==> config.mk <==
export PLATFORM = sky130hd
export DESIGN_NAME = pgwr_mngr
export DESIGN_NICKNAME = d
export VERILOG_FILES = /design/src/pgwr_pkg.sv /design/src/pgwr_upd_decode.sv /design/src/tbl_wr_format.sv /design/src/pgwr_seq_fsm.sv /design/src/list_ht_regs.sv /design/src/wr_resp_tracker.sv /design/src/pgwr_mngr.sv
export SDC_FILE = /design/constraint.sdc
export NUM_CORES = 1
export LEC_CHECK = 0
export BUFFER_PORTS_ARGS = -buffer_cell sky130_fd_sc_hd__buf_4
export CAP_MARGIN = 20
export CORE_AREA = 4 4 366 368
export CTS_CLUSTER_DIAMETER = 150
export DETAILED_ROUTE_END_ITERATION = 8
export DIE_AREA = 0 0 370 372
export HOLD_SLACK_MARGIN = 0.08
export PLACE_DENSITY_LB_ADDON = 0.25
export SYNTH_ARGS = -nofsm -noshare
export SYNTH_HDL_FRONTEND = slang
export SYNTH_HIERARCHICAL = 1
export SYNTH_SLANG_ARGS = --single-unit
==> constraint.sdc <==
create_clock -name clk_i -period 119.7 [get_ports clk_i]
set_input_delay 11.97 -clock clk_i [delete_from_list [all_inputs] [get_ports clk_i]]
set_output_delay 11.97 -clock clk_i [all_outputs]
set_load 0.005 [all_outputs]
==> src/pgwr_pkg.sv <==
// ==========================================================================
// shared definitions of the page-table write manager
// table sizes, base addresses, entry layouts, enums and port structs
// ==========================================================================

package pgwr_pkg;

	// table geometry, shrunk for simulation
	localparam int unsigned ATT_ENTRY_CNT  = 16;
	localparam int unsigned LIST_ENTRY_CNT = 8;
	localparam int unsigned ATT_PER_LINE   = 8;  // 64-bit entries per 64-byte line
	localparam int unsigned LIST_PER_LINE  = 4;  // 128-bit entries per line

	localparam logic [63:0] ATT_BASE  = 64'h0000_0000_8000_0000;
	localparam logic [63:0] LIST_BASE = 64'h0000_0000_8000_1000;

	localparam logic [49:0] PPA_BASE_PAGE = 50'h0_0000_0008_0200;  // page of list entry 1

	typedef logic [23:0] ptr_t;  // list pointer or one-based entry id

	localparam ptr_t NULL_PTR = '0;

	typedef enum logic [1:0] {
		STS_DALLOC = 2'd0,
		STS_UNCOMP = 2'd1,
		STS_COMP   = 2'd2
	} att_sts_e;

	typedef enum logic [1:0] {LST_NONE, LST_FREE, LST_UNCOMP, LST_NULLIFY} list_id_e;

	typedef enum logic [2:0] {
		OP_ATT_INIT, OP_LIST_INIT, OP_ATT_UPD, OP_POP_HEAD,
		OP_PUSH_ENTRY, OP_NULLIFY, OP_LINK_TAIL
	} wr_op_e;

	// address phase / data phase pairs
	typedef enum logic [3:0] {
		ST_IDLE, ST_INIT_ATT, ST_WAIT_ATT, ST_INIT_LIST, ST_WAIT_LIST,
		ST_ATT_UPD, ST_WAIT_ATT_UPD, ST_POP, ST_WAIT_POP, ST_PUSH, ST_WAIT_PUSH,
		ST_LINK, ST_WAIT_LINK, ST_WAIT_BRESP
	} mngr_state_e;

	typedef struct packed {
		logic [11:0] zpd_cnt;
		logic [49:0] way;
		att_sts_e    sts;  // bits 1:0
	} att_entry_t;

	typedef struct packed {
		logic [5:0]  rsvd;
		logic [49:0] way;
		ptr_t        att_id;
		ptr_t        prev;
		ptr_t        next;  // bytes 0..2
	} list_entry_t;

	typedef struct packed {
		logic         awvalid;
		logic         wvalid;
		logic [63:0]  addr;
		logic [511:0] data;
		logic [63:0]  strb;
	} wr_req_t;

	typedef struct packed {
		logic awready;
		logic wready;
	} wr_rdy_t;

	typedef struct packed {
		logic       bvalid;
		logic [1:0] bresp;
	} wr_resp_t;

	typedef struct packed {
		logic        valid;     // one-cycle strobe
		ptr_t        att_id;
		ptr_t        tol_id;    // list entry being moved
		list_id_e    src_list;
		list_id_e    dst_list;
		list_entry_t entry;     // current way, prev and next of tol_id
		logic [11:0] zpd_cnt;
	} upd_req_t;

	typedef struct packed {
		logic do_pop;
		logic clear_src;
		logic dst_first;
		logic dst_link;
	} upd_plan_t;

	typedef struct packed {
		ptr_t free_head;
		ptr_t free_tail;
		ptr_t uncomp_head;
		ptr_t uncomp_tail;
	} list_ht_t;

	typedef struct packed {
		logic init_free;
		logic pop_src;
		logic clear_src;
		logic push_first;
		logic push_tail;
	} ht_cmd_t;

endpackage

==> src/pgwr_upd_decode.sv <==
// ==========================================================================
// update request decoder
// latches a table-update request and derives its write plan from the
// current list heads and tails
// ==========================================================================
`timescale 1ns/1ps

module pgwr_upd_decode import pgwr_pkg::*; (
	input  logic      clk_i,
	input  logic      rst_ni,
	input  upd_req_t  upd_req,
	input  list_ht_t  list_ht,
	input  logic      accept,
	output upd_req_t  req_q,
	output upd_plan_t plan
);

	ptr_t src_head;
	ptr_t src_tail;
	logic pop_n;    // source holds more than one entry
	logic first_n;  // destination uncompressed list ends up empty before the push
	logic dst_unc;

	always_comb begin
		case (upd_req.src_list)
			LST_FREE: begin
				src_head = list_ht.free_head;
				src_tail = list_ht.free_tail;
			end
			LST_UNCOMP: begin
				src_head = list_ht.uncomp_head;
				src_tail = list_ht.uncomp_tail;
			end
			default: begin  // not a legal source
				src_head = NULL_PTR;
				src_tail = NULL_PTR;
			end
		endcase
	end

	assign pop_n   = src_head != src_tail;
	assign dst_unc = upd_req.dst_list == LST_UNCOMP;
	// a single-entry uncompressed source is cleared before the push
	assign first_n = dst_unc && ((list_ht.uncomp_tail == NULL_PTR) ||
	                 ((upd_req.src_list == LST_UNCOMP) && !pop_n));

	always_ff @(posedge clk_i or negedge rst_ni) begin
		if (!rst_ni) begin
			plan <= '0;
		end else if (accept) begin
			plan.do_pop    <= pop_n;
			plan.clear_src <= !pop_n;
			plan.dst_first <= first_n;
			plan.dst_link  <= dst_unc && !first_n;  // old tail gets its next pointer
		end
	end

	always_ff @(posedge clk_i) begin
		if (accept) req_q <= upd_req;  // held for the whole update
	end

	// only the free and uncompressed lists can give up an entry
	a_src_legal: assert property (@(posedge clk_i) disable iff (!rst_ni)
		accept |-> !(upd_req.src_list inside {LST_NONE, LST_NULLIFY}));

endmodule

==> src/tbl_wr_format.sv <==
// ==========================================================================
// table write formatter
// forms line address, data and byte strobes for one ATT or list-table
// write from the operation, entry index, latched request and list pointers
// ==========================================================================
`timescale 1ns/1ps

module tbl_wr_format import pgwr_pkg::*; (
	input  wr_op_e   op,
	input  ptr_t     entry_idx,
	input  upd_req_t req_q,
	input  list_ht_t list_ht,
	output wr_req_t  pld        // addr, data and strb only
);

	ptr_t        id;        // one-based target entry
	logic        is_att;    // ATT table vs list table
	ptr_t        off;
	logic [2:0]  slot;      // entry position inside the line
	logic [63:0] line_addr;
	att_entry_t  att_e;
	list_entry_t lst_e;
	logic [15:0] lst_mask;  // byte enables inside one list entry
	logic        fr2unc;

	assign fr2unc = (req_q.src_list == LST_FREE) && (req_q.dst_list == LST_UNCOMP);

	always_comb begin
		id       = entry_idx;
		is_att   = 1'b1;
		att_e    = '0;
		lst_e    = '0;
		lst_mask = '0;
		case (op)
			OP_ATT_INIT: begin
				att_e.sts = STS_DALLOC;  // way and zpd_cnt stay zero
			end
			OP_LIST_INIT: begin
				is_att    = 1'b0;
				lst_e.way = PPA_BASE_PAGE + 50'(entry_idx) - 50'd1;
				lst_e.prev = entry_idx - ptr_t'(1);  // entry 1 gets NULL
				lst_e.next = (entry_idx == ptr_t'(LIST_ENTRY_CNT)) ? NULL_PTR :
				             entry_idx + ptr_t'(1);
				lst_mask  = 16'hFFFF;
			end
			OP_ATT_UPD: begin
				id            = req_q.att_id;
				att_e.way     = req_q.entry.way;  // list way becomes the page's way
				att_e.sts     = fr2unc ? STS_UNCOMP : STS_COMP;
				att_e.zpd_cnt = fr2unc ? req_q.zpd_cnt : 12'd0;
			end
			OP_POP_HEAD: begin
				// next neighbour takes over our prev and becomes head
				is_att     = 1'b0;
				id         = req_q.entry.next;
				lst_e.prev = req_q.entry.prev;
				lst_mask   = 16'h0038;  // prev bytes
			end
			OP_PUSH_ENTRY: begin
				is_att       = 1'b0;
				id           = req_q.tol_id;
				lst_e.next   = NULL_PTR;
				lst_e.prev   = list_ht.uncomp_tail;
				lst_e.att_id = req_q.att_id;
				lst_mask     = 16'h01FF;  // next, prev, att_id
			end
			OP_NULLIFY: begin
				is_att       = 1'b0;
				id           = req_q.tol_id;
				lst_e.att_id = req_q.att_id;  // entry is detached from every list
				lst_mask     = 16'h01FF;
			end
			OP_LINK_TAIL: begin
				is_att     = 1'b0;
				id         = list_ht.uncomp_tail;  // old tail
				lst_e.next = req_q.tol_id;
				lst_mask   = 16'h0007;
			end
			default: ;
		endcase
	end

	// line and slot of a one-based id
	assign off  = id - ptr_t'(1);
	assign slot = is_att ? 3'(off % ptr_t'(ATT_PER_LINE)) : 3'(off % ptr_t'(LIST_PER_LINE));

	assign line_addr = is_att ? ATT_BASE + (64'(off / ptr_t'(ATT_PER_LINE)) << 6) :
	                            LIST_BASE + (64'(off / ptr_t'(LIST_PER_LINE)) << 6);

	always_comb begin
		pld      = '0;
		pld.addr = line_addr;
		if (is_att) begin
			pld.data = 512'(att_e) << (64 * slot);
			pld.strb = 64'(8'hFF) << (8 * slot);
		end else begin
			pld.data = 512'(lst_e) << (128 * slot);
			pld.strb = 64'(lst_mask) << (16 * slot);
		end
	end

endmodule

==> src/pgwr_seq_fsm.sv <==
// ==========================================================================
// write sequencer
// steps through ATT init, list init and table updates as address/data
// phase pairs, holds the payload and drives the write strobes
// ==========================================================================
`timescale 1ns/1ps

module pgwr_seq_fsm import pgwr_pkg::*; (
	input  logic      clk_i,
	input  logic      rst_ni,
	input  logic      init_att,
	input  logic      init_list,
	input  logic      upd_valid,
	input  upd_plan_t plan,
	input  list_id_e  dst_list,
	input  wr_rdy_t   wr_rdy,
	input  logic      all_done,
	input  wr_req_t   pld,
	output wr_op_e    op,
	output ptr_t      entry_idx,
	output logic      accept,
	output ht_cmd_t   ht_cmd,
	output wr_req_t   wr_req,
	output logic      init_att_done,
	output logic      init_list_done,
	output logic      mngr_ready,
	output logic      tbl_update_done
);

	mngr_state_e state_q, state_d;
	ptr_t        cnt_q, cnt_d;      // init entry counter
	logic        aw_q, aw_d;
	logic        w_q, w_d;
	logic        ld_pld;
	logic        att_set, list_set;
	logic        aw_ok, w_ok;
	wr_req_t     pld_q;

	assign aw_ok = wr_rdy.awready && !aw_q;
	assign w_ok  = wr_rdy.wready && !w_q;

	always_comb begin
		case (state_q)
			ST_INIT_ATT:  op = OP_ATT_INIT;
			ST_INIT_LIST: op = OP_LIST_INIT;
			ST_ATT_UPD:   op = OP_ATT_UPD;
			ST_POP:       op = OP_POP_HEAD;
			ST_PUSH:      op = (dst_list == LST_UNCOMP) ? OP_PUSH_ENTRY : OP_NULLIFY;
			ST_LINK:      op = OP_LINK_TAIL;
			default:      op = OP_ATT_INIT;
		endcase
	end
	assign entry_idx = cnt_q;

	always_comb begin
		state_d  = state_q;
		cnt_d    = cnt_q;
		aw_d     = 1'b0;  // strobes are single-cycle pulses
		w_d      = 1'b0;
		ld_pld   = 1'b0;
		accept   = 1'b0;
		att_set  = 1'b0;
		list_set = 1'b0;
		ht_cmd   = '0;
		case (state_q)
			ST_IDLE: begin
				if (init_att && !init_att_done) begin
					state_d = ST_INIT_ATT;
					cnt_d   = ptr_t'(1);
				end else if (init_list && !init_list_done) begin
					state_d = ST_INIT_LIST;
					cnt_d   = ptr_t'(1);
				end else if (upd_valid) begin
					accept  = 1'b1;
					state_d = ST_ATT_UPD;
				end
			end
			ST_INIT_ATT: begin
				if (cnt_q > ptr_t'(ATT_ENTRY_CNT)) begin  // all entries written
					att_set = 1'b1;
					state_d = ST_IDLE;
				end else if (aw_ok) begin
					{ld_pld, aw_d} = 2'b11;
					cnt_d   = cnt_q + ptr_t'(1);
					state_d = ST_WAIT_ATT;
				end
			end
			ST_INIT_LIST: begin
				if (cnt_q > ptr_t'(LIST_ENTRY_CNT)) begin
					list_set         = 1'b1;
					ht_cmd.init_free = 1'b1;  // whole table is one free list
					state_d          = ST_IDLE;
				end else if (aw_ok) begin
					{ld_pld, aw_d} = 2'b11;
					cnt_d   = cnt_q + ptr_t'(1);
					state_d = ST_WAIT_LIST;
				end
			end
			ST_WAIT_ATT:  if (w_ok) {w_d, state_d} = {1'b1, ST_INIT_ATT};
			ST_WAIT_LIST: if (w_ok) {w_d, state_d} = {1'b1, ST_INIT_LIST};
			ST_ATT_UPD:   if (aw_ok) {ld_pld, aw_d, state_d} = {2'b11, ST_WAIT_ATT_UPD};
			ST_POP:       if (aw_ok) {ld_pld, aw_d, state_d} = {2'b11, ST_WAIT_POP};
			ST_PUSH:      if (aw_ok) {ld_pld, aw_d, state_d} = {2'b11, ST_WAIT_PUSH};
			ST_LINK:      if (aw_ok) {ld_pld, aw_d, state_d} = {2'b11, ST_WAIT_LINK};
			ST_WAIT_ATT_UPD: begin
				if (w_ok) begin
					w_d              = 1'b1;
					ht_cmd.clear_src = plan.clear_src;  // single-entry source empties
					state_d          = plan.do_pop ? ST_POP : ST_PUSH;
				end
			end
			ST_WAIT_POP: begin
				if (w_ok) begin
					w_d            = 1'b1;
					ht_cmd.pop_src = 1'b1;
					state_d        = ST_PUSH;
				end
			end
			ST_WAIT_PUSH: begin
				if (w_ok) begin
					w_d               = 1'b1;
					ht_cmd.push_first = plan.dst_first;
					state_d           = plan.dst_link ? ST_LINK : ST_WAIT_BRESP;
				end
			end
			ST_WAIT_LINK: begin
				if (w_ok) begin
					w_d              = 1'b1;
					ht_cmd.push_tail = 1'b1;  // tail moves only after the link write is loaded
					state_d          = ST_WAIT_BRESP;
				end
			end
			ST_WAIT_BRESP: if (all_done) state_d = ST_IDLE;
			default: state_d = ST_IDLE;
		endcase
	end

	always_ff @(posedge clk_i or negedge rst_ni) begin
		if (!rst_ni) begin
			state_q        <= ST_IDLE;
			cnt_q          <= NULL_PTR;
			aw_q           <= 1'b0;
			w_q            <= 1'b0;
			init_att_done  <= 1'b0;
			init_list_done <= 1'b0;
		end else begin
			state_q        <= state_d;
			cnt_q          <= cnt_d;
			aw_q           <= aw_d;
			w_q            <= w_d;
			init_att_done  <= init_att_done | att_set;  // sticky
			init_list_done <= init_list_done | list_set;
		end
	end

	always_ff @(posedge clk_i) begin
		if (ld_pld) pld_q <= pld;  // stable until the next write is loaded
	end

	always_comb begin
		wr_req         = pld_q;
		wr_req.awvalid = aw_q;
		wr_req.wvalid  = w_q;
	end

	assign mngr_ready      = state_q == ST_IDLE;
	assign tbl_update_done = (state_q == ST_WAIT_BRESP) && all_done;

	// address and data phases of the strobe scheme never overlap
	a_no_aw_w: assert property (@(posedge clk_i) disable iff (!rst_ni)
		!(wr_req.awvalid && wr_req.wvalid));

endmodule

==> src/list_ht_regs.sv <==
// ==========================================================================
// head and tail pointers of the free and uncompressed lists
// updated by one-cycle commands from the sequencer
// ==========================================================================
`timescale 1ns/1ps

module list_ht_regs import pgwr_pkg::*; (
	input  logic     clk_i,
	input  logic     rst_ni,
	input  ht_cmd_t  ht_cmd,
	input  upd_req_t req_q,
	output list_ht_t list_ht
);

	logic src_free;
	logic src_unc;

	assign src_free = req_q.src_list == LST_FREE;
	assign src_unc  = req_q.src_list == LST_UNCOMP;

	always_ff @(posedge clk_i or negedge rst_ni) begin
		if (!rst_ni) begin
			list_ht <= '{default: NULL_PTR};  // all lists empty
		end else begin
			if (ht_cmd.init_free) begin
				list_ht.free_head <= ptr_t'(1);
				list_ht.free_tail <= ptr_t'(LIST_ENTRY_CNT);
			end
			if (ht_cmd.pop_src) begin  // our next becomes the head
				if (src_free) list_ht.free_head   <= req_q.entry.next;
				if (src_unc)  list_ht.uncomp_head <= req_q.entry.next;
			end
			if (ht_cmd.clear_src && src_free) begin
				list_ht.free_head <= NULL_PTR;
				list_ht.free_tail <= NULL_PTR;
			end
			if (ht_cmd.clear_src && src_unc) begin
				list_ht.uncomp_head <= NULL_PTR;
				list_ht.uncomp_tail <= NULL_PTR;
			end
			if (ht_cmd.push_first) begin
				list_ht.uncomp_head <= req_q.tol_id;
				list_ht.uncomp_tail <= req_q.tol_id;
			end
			if (ht_cmd.push_tail) list_ht.uncomp_tail <= req_q.tol_id;
		end
	end

endmodule

==> src/wr_resp_tracker.sv <==
// ==========================================================================
// write response tracker
// counts outstanding writes, keeps a sticky bus error
// ==========================================================================
`timescale 1ns/1ps

module wr_resp_tracker import pgwr_pkg::*; (
	input  logic     clk_i,
	input  logic     rst_ni,
	input  wr_req_t  wr_req,
	input  wr_rdy_t  wr_rdy,
	input  wr_resp_t wr_resp,
	output logic     all_done,
	output logic     bus_error
);

	logic [6:0] out_cnt;  // up to 64 lines in flight
	logic       aw_acc;
	logic       retire;

	// awvalid is only pulsed after awready was seen, so every pulse is a write
	assign aw_acc = wr_req.awvalid;
	// responses are in order, error responses retire their write too
	assign retire = wr_resp.bvalid && (out_cnt != 7'd0);

	always_ff @(posedge clk_i or negedge rst_ni) begin
		if (!rst_ni) begin
			out_cnt   <= 7'd0;
			bus_error <= 1'b0;
		end else begin
			case ({aw_acc, retire})
				2'b10:   out_cnt <= out_cnt + 7'd1;
				2'b01:   out_cnt <= out_cnt - 7'd1;
				default: ;  // none or both
			endcase
			// bad status or a response nobody is waiting for
			if (wr_resp.bvalid && ((wr_resp.bresp != 2'b00) || (out_cnt == 7'd0)))
				bus_error <= 1'b1;
		end
	end

	assign all_done = out_cnt == 7'd0;

	a_cnt_range: assert property (@(posedge clk_i) disable iff (!rst_ni)
		out_cnt <= 7'd64);

endmodule

==> src/pgwr_mngr.sv <==
// ==========================================================================
// page-table write manager top
// request decoder, write formatter, sequencer, list pointers and
// response tracker
// ==========================================================================
`timescale 1ns/1ps

module pgwr_mngr import pgwr_pkg::*; (
	input  logic     clk_i,
	input  logic     rst_ni,
	input  logic     init_att,
	input  logic     init_list,
	input  upd_req_t upd_req,
	input  wr_rdy_t  wr_rdy,
	input  wr_resp_t wr_resp,
	output wr_req_t  wr_req,
	output list_ht_t list_ht,
	output logic     init_att_done,
	output logic     init_list_done,
	output logic     mngr_ready,
	output logic     tbl_update_done,
	output logic     bus_error
);

	logic      accept;
	logic      all_done;
	upd_req_t  req_q;     // latched request
	upd_plan_t plan;
	wr_op_e    op;
	ptr_t      entry_idx;
	wr_req_t   pld;       // formatted payload, combinational
	ht_cmd_t   ht_cmd;

	pgwr_upd_decode u_decode (
		.clk_i, .rst_ni,
		.upd_req, .list_ht, .accept,
		.req_q, .plan
	);

	tbl_wr_format u_format (
		.op, .entry_idx, .req_q, .list_ht,
		.pld
	);

	pgwr_seq_fsm u_seq (
		.clk_i, .rst_ni,
		.init_att, .init_list,
		.upd_valid (upd_req.valid),
		.plan,
		.dst_list  (req_q.dst_list),
		.wr_rdy, .all_done, .pld,
		.op, .entry_idx, .accept, .ht_cmd, .wr_req,
		.init_att_done, .init_list_done, .mngr_ready, .tbl_update_done
	);

	list_ht_regs u_ht (
		.clk_i, .rst_ni,
		.ht_cmd, .req_q,
		.list_ht
	);

	wr_resp_tracker u_resp (
		.clk_i, .rst_ni,
		.wr_req, .wr_rdy, .wr_resp,
		.all_done, .bus_error
	);

endmodule

==> impl_metrics.json, run 1 <==
{
  "grt_pass1_wl_mm": 258,
  "clk_latency_ns": 0.73,
  "crit_fanout": 186,
  "critPathMaxStageDelay_ns": 0.71,
  "rsz0062_at_grt": "false",
  "antenna_found_initial": 28,
  "fp.dieH_um": 372,
  "reg2reg_depth": 14,
  "ios": 945,
  "min-delay-start": "u_decode/plan[2]",
  "synth.avg_cell_area_um2": 12.5,
  "avgViaCountPerCell": 5.46,
  "drive_gt1_share_pct": 28.9,
  "critPathSlowestCell": "buf_12",
  "h-tree-depth": 3,
  "cts_setup_buffers": 0,
  "cpMostUsedCell": "buf_4",
  "numCtsBuffers": 102,
  "ir_drop_uv": 24.5,
  "holdWs_ns": 0.476,
  "gp_congestion": 0.942,
  "r2r_end": "u_seq/wr_req[373]",
  "status": "completed",
  "core-area_um2": 131000,
  "die_area_um2": 138000,
  "slew_headroom_pct": 17.1,
  "nFillCells": 12600,
  "cts.clk_slew.worst_paths_ns": 0.06,
  "final-seq-area_um2": 27000,
  "ys_warn_count": 6,
  "io_buffer_count": 891,
  "final-setup-viol-count": 0,
  "nNetsFinal": 4354,
  "areaGrowthSynthToFinish_pct": 28.3,
  "via_count": 32700,
  "post-route-drc-count": 0,
  "cp.arrival_ns": 15.87,
  "path_cells": "buf_4, nor2b_1, nand2_1, a211oi_4, buf_4, buf_12, buf_4, buf_12, buf_4",
  "fin_cells": 5994,
  "holdPathStages": 1,
  "grt_use_total_pct": 26.7,
  "cts_tree": "yes",
  "final.period_utilization_pct": 13.0,
  "max_cap_violations": 0,
  "hold_violations": 0,
  "grt_pass1_vias": 30900,
  "r2r_slack_ns": 112.58,
  "startpoint_type": "input port",
  "multi_input_area_um2": 13000,
  "final.setup_skew_ns": 0.0533,
  "first_iter_violations": 3716,
  "dp_hpwl_mm": 144,
  "root_buffer": "clkbuf_16",
  "ctsResizeCount": 0,
  "netlist_instances": 3341,
  "cts_num_sinks": 919,
  "initial_utilization_pct": 31.8,
  "fp-row-count": 133,
  "firstDrtPassIters": 6,
  "min_period_ns": 15.53,
  "wl_mm": 193,
  "final_util_pct": 40.8,
  "cp_data_required_time_ns": 120.04,
  "powerDensity_nw_per_um2": 27.7,
  "grt-ovfl-total": 0,
  "drt.antenna.violating_nets": 0,
  "grt_max_degree": 187,
  "hold_buffers": 0,
  "report.final.slew_viol_count": 0,
  "leakagePower_uw": 0.0196,
  "dp_cells": 5782,
  "path_class": "input port to flip-flop",
  "clockBufferDepth": 3,
  "totalNegativeSetupSlack_ns": 0,
  "worstMarginPinSlew_ns": 1.24,
  "max_freq_mhz": 64.4,
  "wl_per_cell_um": 32.2,
  "crit_path_end_kind": "flip-flop",
  "hold_end": "u_decode/plan[2]",
  "hold_path.class": "flip-flop to flip-flop",
  "rr_startpoint": "u_seq/state_q[3]",
  "die_w_um": 370,
  "synth_area_um2": 41600
}
through the flow:
step                cell area, um^2  power (uW)  setup WS [ns]
floorplan                     41800         955          56.17
global placement              49700        1150         103.33
detailed placement            49700        1150         103.31
CTS                           53200        1490         104.09
global route                  53400        1540         103.95
finish                        53400        1480         104.17
worst max-delay path, delay by kind of cell:
| kind | cells | cell delay (ns) |
|---|---|---|
| AOI/OAI and AO/OA | 1 | 0.22 |
| buffers and inverters | 6 | 2.98 |
| and+or+nand+nor | 2 | 0.41 |
area by class of cell:
type	count	area share, %
clock inverter	76	1.70
sequential	919	50.6
antenna	15	0.0703
timing repair buffer	972	13.9
tap	1755	4.11
clock buffer	115	4.97
inverter	52	0.368
multi-input combinational	2090	24.3
cell usage in the layout, fill, tap and decap left out, types with 37 or more instances in the layout:
cell,n
buf_4,962
a22o_1,95
o22a_1,48
xor2_1,50
o21ai_0,99
nor2b_1,37
nand3_1,97
o22ai_1,222
xnor2_1,65
clkbuf_16,104
and2_1,101
dfrtp_1,117
conb_1,64
edfxtp_1,802
a21oi_1,103
a22oi_1,40
nand4_1,45
inv_1,50
nor2_1,283
nand2_1,253
where the power goes:
group | internal [uW] | leakage, uW | total (uW) | switching, uW
registers | 461 | 0.00907 | 519 | 58.4
logic | 194 | 0.00881 | 630 | 436
clock network | 194 | 0.00172 | 332 | 138
state kept, by name, indices dropped and copies added, names as in the netlist:
name                  flops
u_seq/wr_req            640
u_seq/state_q             4
u_resp/bus_error          1
u_seq/entry_idx          24
u_seq/aw_q                1
u_ht/list_ht             73
u_resp/out_cnt            7
u_seq/init_list_done      1
u_decode/plan             4
u_decode/req_q          162
u_seq/init_att_done       1
u_seq/w_q                 1
layer usage:
metal  track usage [%]  routed length [um]  vias up
met5                 0                 116        -
met4              9.44                6900       18
li1                  -                   -    14100
met3              6.52               16700      301
met1              34.8               78000    16500
met2              43.5               91200     1792
how the worst max path moves through the flow:
stage	from	endpoint	slack, ns	cells after the start
after floorplan	wr_rdy[1]	u_seq/aw_q	56.17	3
after global placement	wr_rdy[1]	u_seq/wr_req[120]	103.33	8
after detailed placement	wr_rdy[1]	u_seq/wr_req[602]	103.31	8
after CTS	wr_rdy[1]	u_seq/wr_req[505]	104.09	8
after global routing	wr_rdy[1]	u_seq/wr_req[379]	103.95	9
final	wr_rdy[1]	u_seq/wr_req[249]	104.17	9
Power figures use the tool's default switching activity.
==> run 2: changes to the inputs <==
Settings changed: CORE_AREA 4 4 366 368 to 4 4 368 370, DIE_AREA 0 0 370 372 to 0 0 372 374.
Clock period 119.7 ns to 15.65 ns, I/O delays scaled along.
==> run 2 against run 1 <==
Effect of this change: register-to-register slack worse by 100 ns; highest routed layer unchanged; largest cell class unchanged; utilization is 0.88 points lower; critical endpoint is now u_seq/wr_req[603]; final cell count is 0.15% lower; hold slack worse by 0.00054 ns; sequential power grew to 7.7 times the previous value; clock power grew to 7.0 times the previous value; total power grew to 7.5 times the previous value; clock skew is 0.0013 ns lower; count of clock-buffer cells in the layout is 18 higher; die area is 1.1% higher; final area is 0.80% lower; setup slack worse by 96 ns.
==> impl_metrics.json, run 2 (synthesis results as in run 1) <==
{
  "ctsResizeCount": 0,
  "cts.clk_slew.worst_paths_ns": 0.06,
  "p_comb_share_pct": 42.8,
  "fin_area_um2": 53000,
  "fp.dieH_um": 374,
  "avgViaCountPerCell": 5.46,
  "grt-ovfl-total": 0,
  "io_buffer_count": 891,
  "min-delay-start": "u_resp/bus_error",
  "final_util_pct": 39.9,
  "leakagePower_uw": 0.0194,
  "report.final.slew_viol_count": 0,
  "pwr-share-clk_pct": 20.9,
  "startpoint_type": "flip-flop",
  "areaGrowthSynthToFinish_pct": 27.3,
  "drive_gt1_share_pct": 28.1,
  "dp_hpwl_mm": 143,
  "die_w_um": 372,
  "r2r_slack_ns": 8.32,
  "wl_mm": 192,
  "final.period_utilization_pct": 46.8,
  "numCtsBuffers": 102,
  "hold_buffers": 0,
  "root_buffer": "clkbuf_16",
  "min_period_ns": 7.33,
  "post-route-drc-count": 0,
  "nFillCells": 12800,
  "r2r_end": "u_seq/wr_req[603]",
  "clockBufferDepth": 3,
  "clk_latency_ns": 0.73,
  "hold_path.class": "flip-flop to flip-flop",
  "cts_num_sinks": 919,
  "drt.antenna.violating_nets": 0,
  "core-area_um2": 133000,
  "worstMarginPinSlew_ns": 1.20,
  "seqPwrFrac_pct": 36.3,
  "final-setup-viol-count": 0,
  "via_count": 32700,
  "ios": 945,
  "path_class": "flip-flop to flip-flop",
  "cpMostUsedCell": "buf_4",
  "powerDensity_nw_per_um2": 209,
  "rr_startpoint": "u_seq/state_q[3]",
  "grt_pass1_wl_mm": 258,
  "hold_end": "u_resp/bus_error",
  "crit_path_end_kind": "flip-flop",
  "cp_data_required_time_ns": 16.13,
  "cts_setup_buffers": 0,
  "critPathMaxStageDelay_ns": 0.73,
  "antenna_found_initial": 27,
  "final.setup_skew_ns": 0.0520,
  "layout_common_cells": "buf_4, edfxtp_1, nor2_1",
  "h-tree-depth": 3,
  "sw_frac_of_total_pct": 43.3,
  "totalPowerFinal_uw": 11100,
  "path_delay_family": "simple AND/OR/NAND/NOR gates",
  "max_freq_mhz": 136,
  "postPlaceCellArea_um2": 49700,
  "status": "completed",
  "slew_headroom_pct": 19.5,
  "layout_commonest_cell": "buf_4",
  "max_cap_violations": 0,
  "fp-row-count": 134,
  "internal_power_uw": 6280,
  "nNetsFinal": 4342,
  "ir_drop_uv": 205,
  "firstDrtPassIters": 5,
  "hold_violations": 0,
  "rsz0062_at_grt": "false",
  "cts_tree": "yes",
  "crit_fanout": 86,
  "gp_congestion": 0.916,
  "largest_reg_flops": 640,
  "path_cells": "nor2b_1, and2_4, buf_4, nand2b_1, nor2_1, a221o_4, buf_4, clkinv_2, buf_4, nor3_4, nand4_4, o31ai_1, nand2_1, or4_1, and3_1",
  "initial_utilization_pct": 31.4,
  "reg2reg_depth": 15,
  "die_area_um2": 139000,
  "first_iter_violations": 3664,
  "worst-path-buf-inv": 4,
  "holdPathStages": 1,
  "netSwitchingPower_uw": 4790,
  "totalNegativeSetupSlack_ns": 0,
  "critPathSlowestCell": "nand2b_1",
  "grt_use_total_pct": 26.5,
  "cp.arrival_ns": 7.81,
  "grt_pass1_vias": 30400,
  "wl_per_cell_um": 32.1,
  "grt_max_degree": 190
}
run 2: changes by cell type in the layout (fill, tap and decap cells not counted), moves of 9 or more:
cell | previous run | this run
buf_4 | 962 | 948
clkinv_2 | 25 | 16
bufinv_16 | 15 | 3
clkbuf_1 | 10 | 27
run 2: layout make-up:
| type | instances | area [um^2] | area share [%] |
|---|---|---|---|
| inverters | 52 | 196 | 0.371 |
| well taps | 1768 | 2210 | 4.18 |
| diodes | 14 | 35.0 | 0.0662 |
| clock buffers | 133 | 2730 | 5.16 |
| repair buffers | 960 | 7310 | 13.8 |
| clock inverters | 49 | 458 | 0.865 |
| multi-input cells | 2090 | 13000 | 24.6 |
| flip-flops and latches | 919 | 27000 | 51.0 |
run 2: how the worst max path moves through the flow:
stage | from | end | slack, ns | cells after the start
after floorplan | wr_rdy[1] | u_seq/aw_q | -3.32 | 3
after global placement | u_seq/state_q[3] | u_seq/wr_req[603] | 8.40 | 15
after detailed placement | u_seq/state_q[3] | u_seq/wr_req[603] | 8.39 | 15
after CTS | u_seq/state_q[3] | u_seq/wr_req[603] | 8.38 | 15
after global routing | u_seq/state_q[3] | u_seq/wr_req[603] | 7.87 | 15
final | u_seq/state_q[3] | u_seq/wr_req[603] | 8.32 | 15
run 2: per-stage QoR:
step	instances	worst slack (ns)	hold WS, ns
after floorplan	3402	-3.32	0.443
after CTS	5965	8.38	0.479
after global routing	5976	7.87	0.496
final	5985	8.32	0.475
after detailed placement	5783	8.39	0.454
after global placement	5777	8.40	0.457
run 2: power by group through the flow:
stage / clock network [uW] / registers, uW / logic [uW]
final: 2310 / 4020 / 4740
after global routing: 2460 / 4070 / 4990
after detailed placement: 0 / 4050 / 4740
after floorplan: 0 / 4240 / 2360
after CTS: 2360 / 4010 / 4740
after global placement: 0 / 4050 / 4700
run 2: routing by layer:
metal  up-vias  global-route usage (%)  routed length, um
met5         -                       0                 60
met4        10                    9.54               7300
met3       271                    6.51              17300
met2      1824                    42.9              90100
met1     16500                    34.6              77600
li1      14100                       -                  -
